`config.mk`:
```
export PLATFORM = sky130hd
export DESIGN_NAME = commit_stage
export DESIGN_NICKNAME = d
export VERILOG_FILES = /design/src/logic/isa_pkg.sv /design/src/logic/commit_pkg.sv /design/src/logic/commit_stage.sv /design/src/logic/late_alu.sv /design/src/logic/load_format.sv /design/src/logic/load_merge.sv
export SDC_FILE = /design/constraint.sdc
export NUM_CORES = 1
export LEC_CHECK = 0
export ABC_CLOCK_PERIOD_IN_PS = 10400
export BUFFER_PORTS_ARGS = -buffer_cell sky130_fd_sc_hd__buf_4
export CORE_AREA = 2 2 705 707
export CTS_CLUSTER_DIAMETER = 40
export DETAILED_ROUTE_END_ITERATION = 7
export DIE_AREA = 0 0 707 709
export PLACE_DENSITY = 0.3
export SLEW_MARGIN = 20
export SYNTH_ARGS = -nofsm -noshare
export SYNTH_HDL_FRONTEND = slang
export SYNTH_SLANG_ARGS = --single-unit
export TNS_END_PERCENT = 5
```
`constraint.sdc`:
```
create_clock -name clk -period 10.4 [get_ports clk]
set_input_delay 2.08 -clock clk [delete_from_list [all_inputs] [get_ports clk]]
set_output_delay 2.08 -clock clk [all_outputs]
set_load 0.02 [all_outputs]
```
`src/logic/isa_pkg.sv`:
```
`default_nettype none

package isa_pkg;

    typedef logic [31:0] word_t;
    typedef logic [4:0]  creg_addr_t;

    // operations already decoded upstream
    typedef enum logic [4:0] {
        NOP,
        ADDU,
        SUBU,
        AND,
        OR,
        XOR,
        SLT,
        MFHI,
        MFLO,
        LB,
        LBU,
        LH,
        LHU,
        LW,
        LWL,
        LWR,
        SW,
        BRANCH,
        JR,
        JUMP,
        ERET
    } decoded_op_t;

    typedef struct packed {
        logic regwrite;
        logic memtoreg;
        logic memwrite;
        logic branch;
        logic jump;
        logic jr;
        logic hiwrite;
        logic lowrite;
        // result still to be computed at commit
        logic late;
    } ctl_t;

    typedef struct packed {
        decoded_op_t op;
        ctl_t        ctl;
        word_t       pcbranch;
        word_t       pcjump;
    } instr_t;

endpackage

`default_nettype wire

```
`src/logic/commit_pkg.sv`:
```
`default_nettype none

package commit_pkg;

    import isa_pkg::*;

    // fixed general exception vector
    localparam word_t exc_entry = 32'hbfc0_0380;

    typedef struct packed {
        logic  taken;
        word_t destpc;
    } pred_t;

    // one slot as it leaves execute
    typedef struct packed {
        instr_t     instr;
        word_t      pcplus4;
        creg_addr_t srcreg_a;
        creg_addr_t srcreg_b;
        // execute-time source a, JR target
        word_t      srca;
        word_t      result;
        creg_addr_t destreg;
        word_t      hiresult;
        word_t      loresult;
        logic       taken;
        pred_t      pred;
        logic       valid;
        logic       ready;
    } exec_data_t;

    typedef struct packed {
        logic  valid;
        word_t target;
    } redirect_t;

    // index 1 is the older slot
    typedef struct packed {
        creg_addr_t [1:0] destreg;
        word_t [1:0]      result;
        logic [1:0]       wen;
        logic [1:0]       ready;
        logic [1:0]       hiwrite;
        logic [1:0]       lowrite;
        word_t [1:0]      hidata;
        word_t [1:0]      lodata;
    } bypass_upd_t;

    typedef struct packed {
        logic  wen;
        word_t pc;
        logic  taken;
        word_t target;
    } bpb_update_t;

    typedef struct packed {
        word_t      rd;
        word_t      addr;
        logic [1:0] size;
    } mem_resp_t;

endpackage

`default_nettype wire

```
`src/logic/commit_stage.sv`:
```
`timescale 1ns/1ns
`default_nettype none

module commit_stage (
    input  wire                               clk,
    input  wire                               rst_n,
    input  wire commit_pkg::exec_data_t [1:0] bundle,
    input  wire                               exception_valid,
    input  wire isa_pkg::word_t               cp0_epc,
    input  wire                               dmem_en,
    input  wire [1:0]                         dmem_size,
    input  wire isa_pkg::word_t               dmem_addr,
    input  wire isa_pkg::word_t               dmem_rd,
    input  wire                               dmem_data_ok,
    output isa_pkg::creg_addr_t [4:0]         reg_addr,
    input  wire isa_pkg::word_t [4:0]         reg_data,
    input  wire isa_pkg::word_t [1:0]         hilo,
    output commit_pkg::exec_data_t [1:0]      results,
    output logic                              retire,
    output commit_pkg::redirect_t             redirect,
    output commit_pkg::bypass_upd_t           bypass,
    output commit_pkg::bpb_update_t           bpb_update
);

    import isa_pkg::*;
    import commit_pkg::*;

    logic        mem_in_slot1;
    decoded_op_t mem_op;
    creg_addr_t  mem_dest;
    logic        seen_q;
    word_t       data_q;
    logic        mem_done;
    mem_resp_t   resp;
    word_t       fmt_word;
    logic        jr_miss;
    logic        br_miss;
    exec_data_t  alu_out [1:0];
    exec_data_t  mem_out [1:0];

    // at most one memory slot per bundle, older one first
    assign mem_in_slot1 = bundle[1].instr.ctl.memtoreg | bundle[1].instr.ctl.memwrite;
    assign mem_op       = mem_in_slot1 ? bundle[1].instr.op : bundle[0].instr.op;
    assign mem_dest     = mem_in_slot1 ? bundle[1].destreg : bundle[0].destreg;

    // ports 0..3 feed the late ALUs, port 4 the old value for LWL/LWR
    assign reg_addr = {mem_dest, bundle[0].srcreg_b, bundle[0].srcreg_a,
                       bundle[1].srcreg_b, bundle[1].srcreg_a};

    // data_ok is a one-cycle strobe, remember it until the bundle leaves
    always_ff @(posedge clk or negedge rst_n)
    begin
        if (!rst_n)
        begin
            seen_q <= 1'b0;
        end
        else if (retire)
        begin
            seen_q <= 1'b0;
        end
        else if (dmem_data_ok)
        begin
            seen_q <= 1'b1;
        end
    end

    always_ff @(posedge clk)
    begin
        if (dmem_data_ok)
        begin
            data_q <= dmem_rd;
        end
    end

    assign mem_done = dmem_data_ok | seen_q;
    assign retire   = ~dmem_en | mem_done;

    assign resp = '{rd: (dmem_data_ok ? dmem_rd : data_q), addr: dmem_addr, size: dmem_size};

    load_format u_load_format (
        .raw       (resp.rd),
        .addr_lo   (resp.addr[1:0]),
        .op        (mem_op),
        .old_value (reg_data[4]),
        .formatted (fmt_word)
    );

    for (genvar i = 0; i < 2; i++)
    begin : g_slot
        late_alu u_late_alu (
            .slot_in  (bundle[i]),
            .opa      (reg_data[2 - 2 * i]),
            .opb      (reg_data[3 - 2 * i]),
            .hi       (hilo[1]),
            .lo       (hilo[0]),
            .slot_out (alu_out[i])
        );

        load_merge u_load_merge (
            .slot_in   (bundle[i]),
            .resp      (resp),
            .formatted (fmt_word),
            .data_done (mem_done),
            .slot_out  (mem_out[i])
        );
    end

    always_comb
    begin
        for (int i = 0; i < 2; i++)
        begin
            if (bundle[i].instr.ctl.memtoreg | bundle[i].instr.ctl.memwrite)
            begin
                results[i] = mem_out[i];
            end
            else
            begin
                results[i] = alu_out[i];
            end
        end
    end

    // only slot 1 can hold a jump or branch, slot 0 is its delay slot
    assign jr_miss = bundle[1].instr.ctl.jr &
                     (~bundle[1].pred.taken | (bundle[1].pred.destpc != bundle[1].srca));
    assign br_miss = bundle[1].instr.ctl.branch & (bundle[1].taken != bundle[1].pred.taken);

    always_comb
    begin
        redirect = '{valid: 1'b0, target: '0};
        if (exception_valid)
        begin
            redirect = '{valid: 1'b1, target: exc_entry};
        end
        else if (bundle[1].valid)
        begin
            if (bundle[1].instr.op == ERET || (bundle[0].valid && bundle[0].instr.op == ERET))
            begin
                redirect = '{valid: 1'b1, target: cp0_epc};
            end
            else if (jr_miss)
            begin
                redirect = '{valid: 1'b1, target: bundle[1].srca};
            end
            else if (br_miss)
            begin
                // not taken resumes after the delay slot
                redirect.valid  = 1'b1;
                redirect.target = bundle[1].taken ? bundle[1].instr.pcbranch : bundle[0].pcplus4;
            end
        end
    end

    assign bpb_update = '{wen:    bundle[1].valid & bundle[1].instr.ctl.branch,
                          pc:     bundle[1].pcplus4 - 32'd4,
                          taken:  bundle[1].taken,
                          target: bundle[1].instr.pcbranch};

    always_comb
    begin
        for (int i = 0; i < 2; i++)
        begin
            bypass.destreg[i] = bundle[i].destreg;
            bypass.result[i]  = results[i].result;
            bypass.wen[i]     = bundle[i].valid & bundle[i].instr.ctl.regwrite;
            bypass.ready[i]   = results[i].ready;
            bypass.hiwrite[i] = bundle[i].valid & bundle[i].instr.ctl.hiwrite;
            bypass.lowrite[i] = bundle[i].valid & bundle[i].instr.ctl.lowrite;
            bypass.hidata[i]  = bundle[i].hiresult;
            bypass.lodata[i]  = bundle[i].loresult;
        end
    end

endmodule

`default_nettype wire

```
`src/logic/late_alu.sv`:
```
`timescale 1ns/1ns
`default_nettype none

module late_alu (
    input  wire commit_pkg::exec_data_t slot_in,
    input  wire isa_pkg::word_t         opa,
    input  wire isa_pkg::word_t         opb,
    input  wire isa_pkg::word_t         hi,
    input  wire isa_pkg::word_t         lo,
    output commit_pkg::exec_data_t      slot_out
);

    import isa_pkg::*;

    word_t late_result;

    always_comb
    begin
        case (slot_in.instr.op)
            ADDU:    late_result = opa + opb;
            SUBU:    late_result = opa - opb;
            AND:     late_result = opa & opb;
            OR:      late_result = opa | opb;
            XOR:     late_result = opa ^ opb;
            SLT:     late_result = {31'd0, $signed(opa) < $signed(opb)};
            MFHI:    late_result = hi;
            MFLO:    late_result = lo;
            default: late_result = slot_in.result;
        endcase
    end

    // early results pass through untouched
    always_comb
    begin
        slot_out = slot_in;
        if (slot_in.instr.ctl.late)
        begin
            slot_out.result = late_result;
        end
        slot_out.ready = 1'b1;
    end

endmodule

`default_nettype wire

```
`src/logic/load_format.sv`:
```
`timescale 1ns/1ns
`default_nettype none

module load_format (
    input  wire isa_pkg::word_t      raw,
    input  wire [1:0]                addr_lo,
    input  wire isa_pkg::decoded_op_t op,
    input  wire isa_pkg::word_t      old_value,
    output isa_pkg::word_t           formatted
);

    import isa_pkg::*;

    logic [7:0]  mem_byte;
    logic [15:0] mem_half;

    // big-endian lanes, address 0 is the top byte
    always_comb
    begin
        case (addr_lo)
            2'd0:    mem_byte = raw[31:24];
            2'd1:    mem_byte = raw[23:16];
            2'd2:    mem_byte = raw[15:8];
            default: mem_byte = raw[7:0];
        endcase
        mem_half = addr_lo[1] ? raw[15:0] : raw[31:16];
    end

    always_comb
    begin
        case (op)
            LB:  formatted = {{24{mem_byte[7]}}, mem_byte};
            LBU: formatted = {24'd0, mem_byte};
            LH:  formatted = {{16{mem_half[15]}}, mem_half};
            LHU: formatted = {16'd0, mem_half};
            LWL:
            begin
                // upper part from memory, low bytes kept
                case (addr_lo)
                    2'd0:    formatted = raw;
                    2'd1:    formatted = {raw[23:0], old_value[7:0]};
                    2'd2:    formatted = {raw[15:0], old_value[15:0]};
                    default: formatted = {raw[7:0], old_value[23:0]};
                endcase
            end
            LWR:
            begin
                // lower part from memory, high bytes kept
                case (addr_lo)
                    2'd0:    formatted = {old_value[31:8], raw[31:24]};
                    2'd1:    formatted = {old_value[31:16], raw[31:16]};
                    2'd2:    formatted = {old_value[31:24], raw[31:8]};
                    default: formatted = raw;
                endcase
            end
            default: formatted = raw;
        endcase
    end

endmodule

`default_nettype wire

```
`src/logic/load_merge.sv`:
```
`timescale 1ns/1ns
`default_nettype none

module load_merge (
    input  wire commit_pkg::exec_data_t slot_in,
    input  wire commit_pkg::mem_resp_t  resp,
    input  wire isa_pkg::word_t         formatted,
    input  wire                         data_done,
    output commit_pkg::exec_data_t      slot_out
);

    always_comb
    begin
        slot_out = slot_in;
        if (slot_in.instr.ctl.memtoreg)
        begin
            slot_out.result = formatted;
        end
        // stores only wait for the ack
        slot_out.ready = data_done;
    end

endmodule

`default_nettype wire

```
After elaboration in Yosys (flattened, before gate mapping)
Index checks and enable logic that the tools add are counted.

Bits in writable memories: 0. Memories kept: 0. Bits of input ports: 905. Register bits: 33. Latch bits: 0. Logic and storage cells: 87. Memory bits (read-only): 0.

Add/sub/neg operators: 5. Shift-type cells: 0. Div/mod/pow operators: 0. Reduce and logical (&&, ||, !) cells: 4. Multiply operators: 0. Order comparisons: 2. Equal/unequal tests: 28. Bitwise operators: 22. Mux-type cells: 24.

Operators with widths (count): case mux 32 bit (8 select lines) (2); two-way mux 137 bit (2); two-way mux 32 bit (6); case mux 32 bit (3 select lines) (2); case mux 32 bit (6 select lines) (1); two-way mux 33 bit (5); adder 32 bit (2); AND 32 bit (2); < comparator 32 bit (2); OR 32 bit (2); subtractor 32 bit (2); bitwise XOR 32 bit (2); == test 5 x 3 -> 1 bit (second input constant) (8); == test 5 x 4 -> 1 bit (second input constant) (8); inequality test 32 bit (1); subtractor 32 x 3 -> 32 bit (second input constant) (1); case mux 8 bit (3 select lines) (1); == test 5 x 2 -> 1 bit (second input constant) (4); two-way mux 16 bit (1); == test 5 x 1 -> 1 bit (second input constant) (2); == test 5 bit (second input constant) (2); two-way mux 5 bit (2); AND 1 bit (9); OR 1 bit (5); 9 further kinds (11).

Depth between registers and ports, before layout
Depth in word-level cells: 7. Depth in mapped cells: 14. Depth with buffers taken out: 13.

Modules after synthesis
Synthesis repeated with hierarchy kept, for this count alone.

Cells, all modules: 4637. Area, all modules: 35810.6 µm².

Modules (own cells, without submodules): commit_stage (times used 1, area an instance 12284.3 µm², cells each 1355); late_alu (g_slot[1].u_late_alu) (times used 1, area an instance 8430.6 µm², cells each 1234); late_alu (g_slot[0].u_late_alu) (times used 1, area an instance 8199.1 µm², cells each 1219); load_merge (times used 2, area an instance 2473.6 µm², cells each 293); load_format (times used 1, area an instance 1949.4 µm², cells each 243).

Worst setup path before layout
Ideal clock, no wire load.

Path type: input to output. From: in reg_data[35] (netlist bit). To: out results[414] (netlist bit). Buffers on the path: 2. Setup slack: 3.238 ns. Data arrival time: 5.082 ns. Stages on the path: 14. Required time: 8.320 ns. Cell sequence: inv_1 -> ha_1 -> clkbuf_1 -> inv_1 -> o221ai_1 -> a311oi_1 -> a211o_1 -> a2111oi_0 -> o21ai_0 -> a21boi_0 -> o21ai_0 -> a21oi_1 -> nor3_1 -> buf_4.

RTL lines: start: declaration (RTL line commit_stage.sv:16) `input wire isa_pkg::word_t [4:0] reg_data,`; end: declaration (RTL line commit_stage.sv:18) `output commit_pkg::exec_data_t [1:0] results,`.

==> summary.md <==
| Metric | Value |
|---|---|
| Rows | `between 200 and 300` |
| Starting Density | `0.0475` |
| Clk_lat worst skew | `300 ps` |
| Synth-to-Final Area Change | `42.8%` |
| Gate power share | `0.858` |
| Syn. warnings | `0` |
| Leakage | `0.0126 µW` |
| Cell variety after synth | `99` |
| Syn nets | `4556` |
| Seq/Total Area, Yosys | `0.0284` |
| Worst hold margin | `524 ps` |
| Setup-failing EPs final | `0` |
| Final Slew Violations | `0` |
| Minimum clock period | `8550 ps` |
| Core Region | `493000 µm²` |
| Hpwl dp | `about 380 mm` |
| Post-route cell area | `33400 µm²` |
| Clock power frac | `0.077` |
| CTS max path bufs | `2` |
| Setup slack after layout | `between 1500 and 2000 ps` |
| Crit path capture type | `output port` |
| Pint | `821 µW` |
| WL per Instance | `40.9 µm` |
| Dpl cell area | `33200 µm²` |
| # hold bufs at CTS | `0` |
| Vias in the first global route | `26.8k` |
| Final ANT Viol Nets | `0` |
| Peak VDD IR | `0.0509 mV` |
| Initial antenna violation count | `between 200 and 300` |
| Final Net Count | `4677` |
| Status | `finished, final reports clean` |
| Die ar. | `between 500000 and 600000 µm²` |
| Unrepaired setup endpoints after global routing | `no` |
| Ys async rst share | `0.0303` |
| Count leader, synth | `buf_4` |
| I/O Buffers | `1001` |
| Adder-Cell Fraction of Synth Area | `0.125` |
| Critical path class | `in -> out` |
| Clock Skew | `0 ps` |
| Setup bufs post-CTS | `0` |
| Tcrit/Tclk final | `0.822` |
| CTS Buf Count | `5` |
| CTS root buffer | `clkbuf_16` |
| Fmax achieved | `0.117 GHz` |
| CTS clk-pin slew, worst paths | `70 ps` |
| Drt total wl | `412 mm` |
| Post-synth EDFFs | `0` |
| Cell count after synthesis | `3420` |
| Top cells by count, synth | `778 x buf_4, 247 x nand2_1, 239 x a21oi_1` |
| Top-level I/O count | `1818` |
| Power per Cell Area | `66.9 nW/µm²` |
| Hold WC Path Type | `reg -> reg` |
| Largest net degree at the start of global routing | `57` |
| Die Ht | `approximately 700 µm` |
| Slew @ Worst Pin | `1220 ps` |
| Sequential power share | `0.065` |
| Share of layout cells above drive strength 1 | `0.336` |
| TritonCTS clock tree | `yes` |
| Post-Syn Area | `around 23000 µm²` |
| Psw | `1410 µW` |
| Ys flop type | `dfxtp_1` |
| Arr. time, crit path | `6470 ps` |
| RePlAce Congestion | `0.886` |
| Horiz. Die Dim | `about 710 µm` |
| DR pass1 iterations | `6` |
| Drt drc | `0` |
| Area contributors post-synth | `buf_4 25%, ha_1 12%, a21oi_1 5.1%` |
| Synth Area in Simple Gates | `0.161` |
| Post-synthesis mux area share | `0.0634` |
| Clock Sinks | `33` |
| Synth Area in Compound Gates | `0.275` |
| Max Cap Violations | `0` |
| First-pass GRT wire length | `473 mm` |
| H-tree depth | `2` |
| GR Util All Layers | `0.158` |
| Crit path required time | `8320 ps` |
| Vias | `between 20k and 30k` |
| Synth Area in XOR/XNOR | `0.0296` |
| Yosys reg bits | `33` |
| Inst Count DP | `10.0k` |
| Synth top area share | `0.250` |
| Switching share of total power | `0.633` |
| Finished Layout Cells | `10.1k` |
| Largest area contributor in the netlist | `buf_4` |
| Largest family of logic cells by synthesized area | `buffers and inverters` |
| DRT iter0 DRCs | `1823` |
| Relative slew margins | `0.186` |
| Hold Vio Cnt, Final | `0` |
| CTS resizes | `0` |
| Post-DR vias/cell | `2.73` |
| Maximum fanout along the worst path | `12` |
| CP startpoint kind | `input port` |
| Syn avg cell area | `approximately 6.8 µm²` |
| Setup tns final | `0 ps` |
| Pre-CTS setup slack | `1780 ps` |
| GR Overflow Total | `0` |
[cells in the final DEF (no fill, tap or decap), types with 19 or more instances in the layout]
| cell | netlist | layout |
|---|---|---|
| nor3_1 | 63 | 62 |
| inv_1 | 223 | 223 |
| o2111ai_1 | 22 | 22 |
| a22oi_1 | 34 | 34 |
| ha_1 | 227 | 227 |
| o22ai_1 | 31 | 31 |
| nor2b_1 | 22 | 22 |
| dfxtp_1 | 32 | 32 |
| a211oi_1 | 28 | 22 |
| a21o_1 | 47 | 47 |
| mux2i_1 | 93 | 93 |
| o31ai_1 | 22 | 21 |
| mux2_2 | 29 | 29 |
| a21oi_1 | 239 | 237 |
| o211ai_1 | 24 | 24 |
| nor2_1 | 231 | 227 |
| xnor2_1 | 58 | 58 |
| o21ai_0 | 182 | 176 |
| o21bai_1 | 23 | 23 |
| buf_4 | 778 | 1078 |
| nand4_1 | 20 | 20 |
| a31oi_1 | 37 | 37 |
| nand2b_1 | 20 | 19 |
| or3_1 | 46 | 46 |
| nand2_1 | 247 | 245 |
| o221ai_1 | 19 | 19 |
| xor2_1 | 21 | 21 |
| diode_2 | 0 | 39 |
| nand3_1 | 57 | 57 |
| a221oi_1 | 67 | 65 |
| nor4_1 | 27 | 27 |
| a311oi_1 | 30 | 30 |
[sequential cells by signal, indices dropped and copies added (netlist names)]
| signal | flops |
|---|---|
| seen_q | 1 |
| data_q | 32 |
[power by group through the flow]
| stage | logic (µW) | registers [µW] | clock network, µW |
|---|---|---|---|
| 6_report | 1920 | 145 | 172 |
| 5_1_grt | 2040 | 147 | 183 |
| 4_1_cts | 1990 | 145 | 181 |
| 3_5_place_dp | 1990 | 148 | 0 |
| 3_3_place_gp | 1990 | 148 | 0 |
| 2_1_floorplan | 1120 | 146 | 0 |
[through the flow]
stage	utilization	power, µW
5_1_grt	0.0677	2370
3_3_place_gp	0.0673	2140
2_1_floorplan	-	1270
4_1_cts	0.0676	2320
3_5_place_dp	0.0673	2140
6_report	0.0678	2240
[per-layer routing]
layer  up-vias  track usage  wire length [µm]
li1      11606            -                 -
met1     12884        0.113            103000
met2      2203        0.304            219000
met3       703        0.114             65800
met4        96       0.0693             23700
met5         -      0.00490               926
[logic make-up (layout without fill, tap and decap cells)]
logic type,after synthesis,in the layout
xor+xnor,79,79
simple gates,805,805
other cells,1,40
fa+ha+maj,231,231
buf+inv,1191,1313
mux,132,132
flops,33,33
compound gates,948,948
[worst max-delay path: stages]
cell,delay (ps)
buf_4,100
inv_1,40
ha_1,480
or4_1,600
nor4_1,360
nand2_1,160
a211oi_1,590
a211oi_2,200
a211oi_1,520
a21o_1,190
a21oi_1,90
o2111ai_1,350
a31oi_1,360
buf_4,320
[layout make-up]
type	count	area, µm²
inverter	225	845
timing repair buffer	1080	8130
fill	58261	460000
antenna	39	97.6
tap	6500	8130
clock inverter	3	17.5
sequential	33	666
clock buffer	5	125
multi-input combinational	2196	15400
[path summary, 6_finish.rpt]
path | startpoint | end | slack [ps] | cells after the start
max | reg_data[21] | bypass[168] | 1850 | 14
min | data_q[31] | data_q[31] | 520 | 2
max reg2reg | data_q[15] | data_q[15] | 9550 | 2
min reg2reg | data_q[31] | data_q[31] | 520 | 2
max in group asynchronous | rst_n | seen_q | 8800 | 1
min in group asynchronous | rst_n | seen_q | 1520 | 1
(Power assumes the default switching activity.)
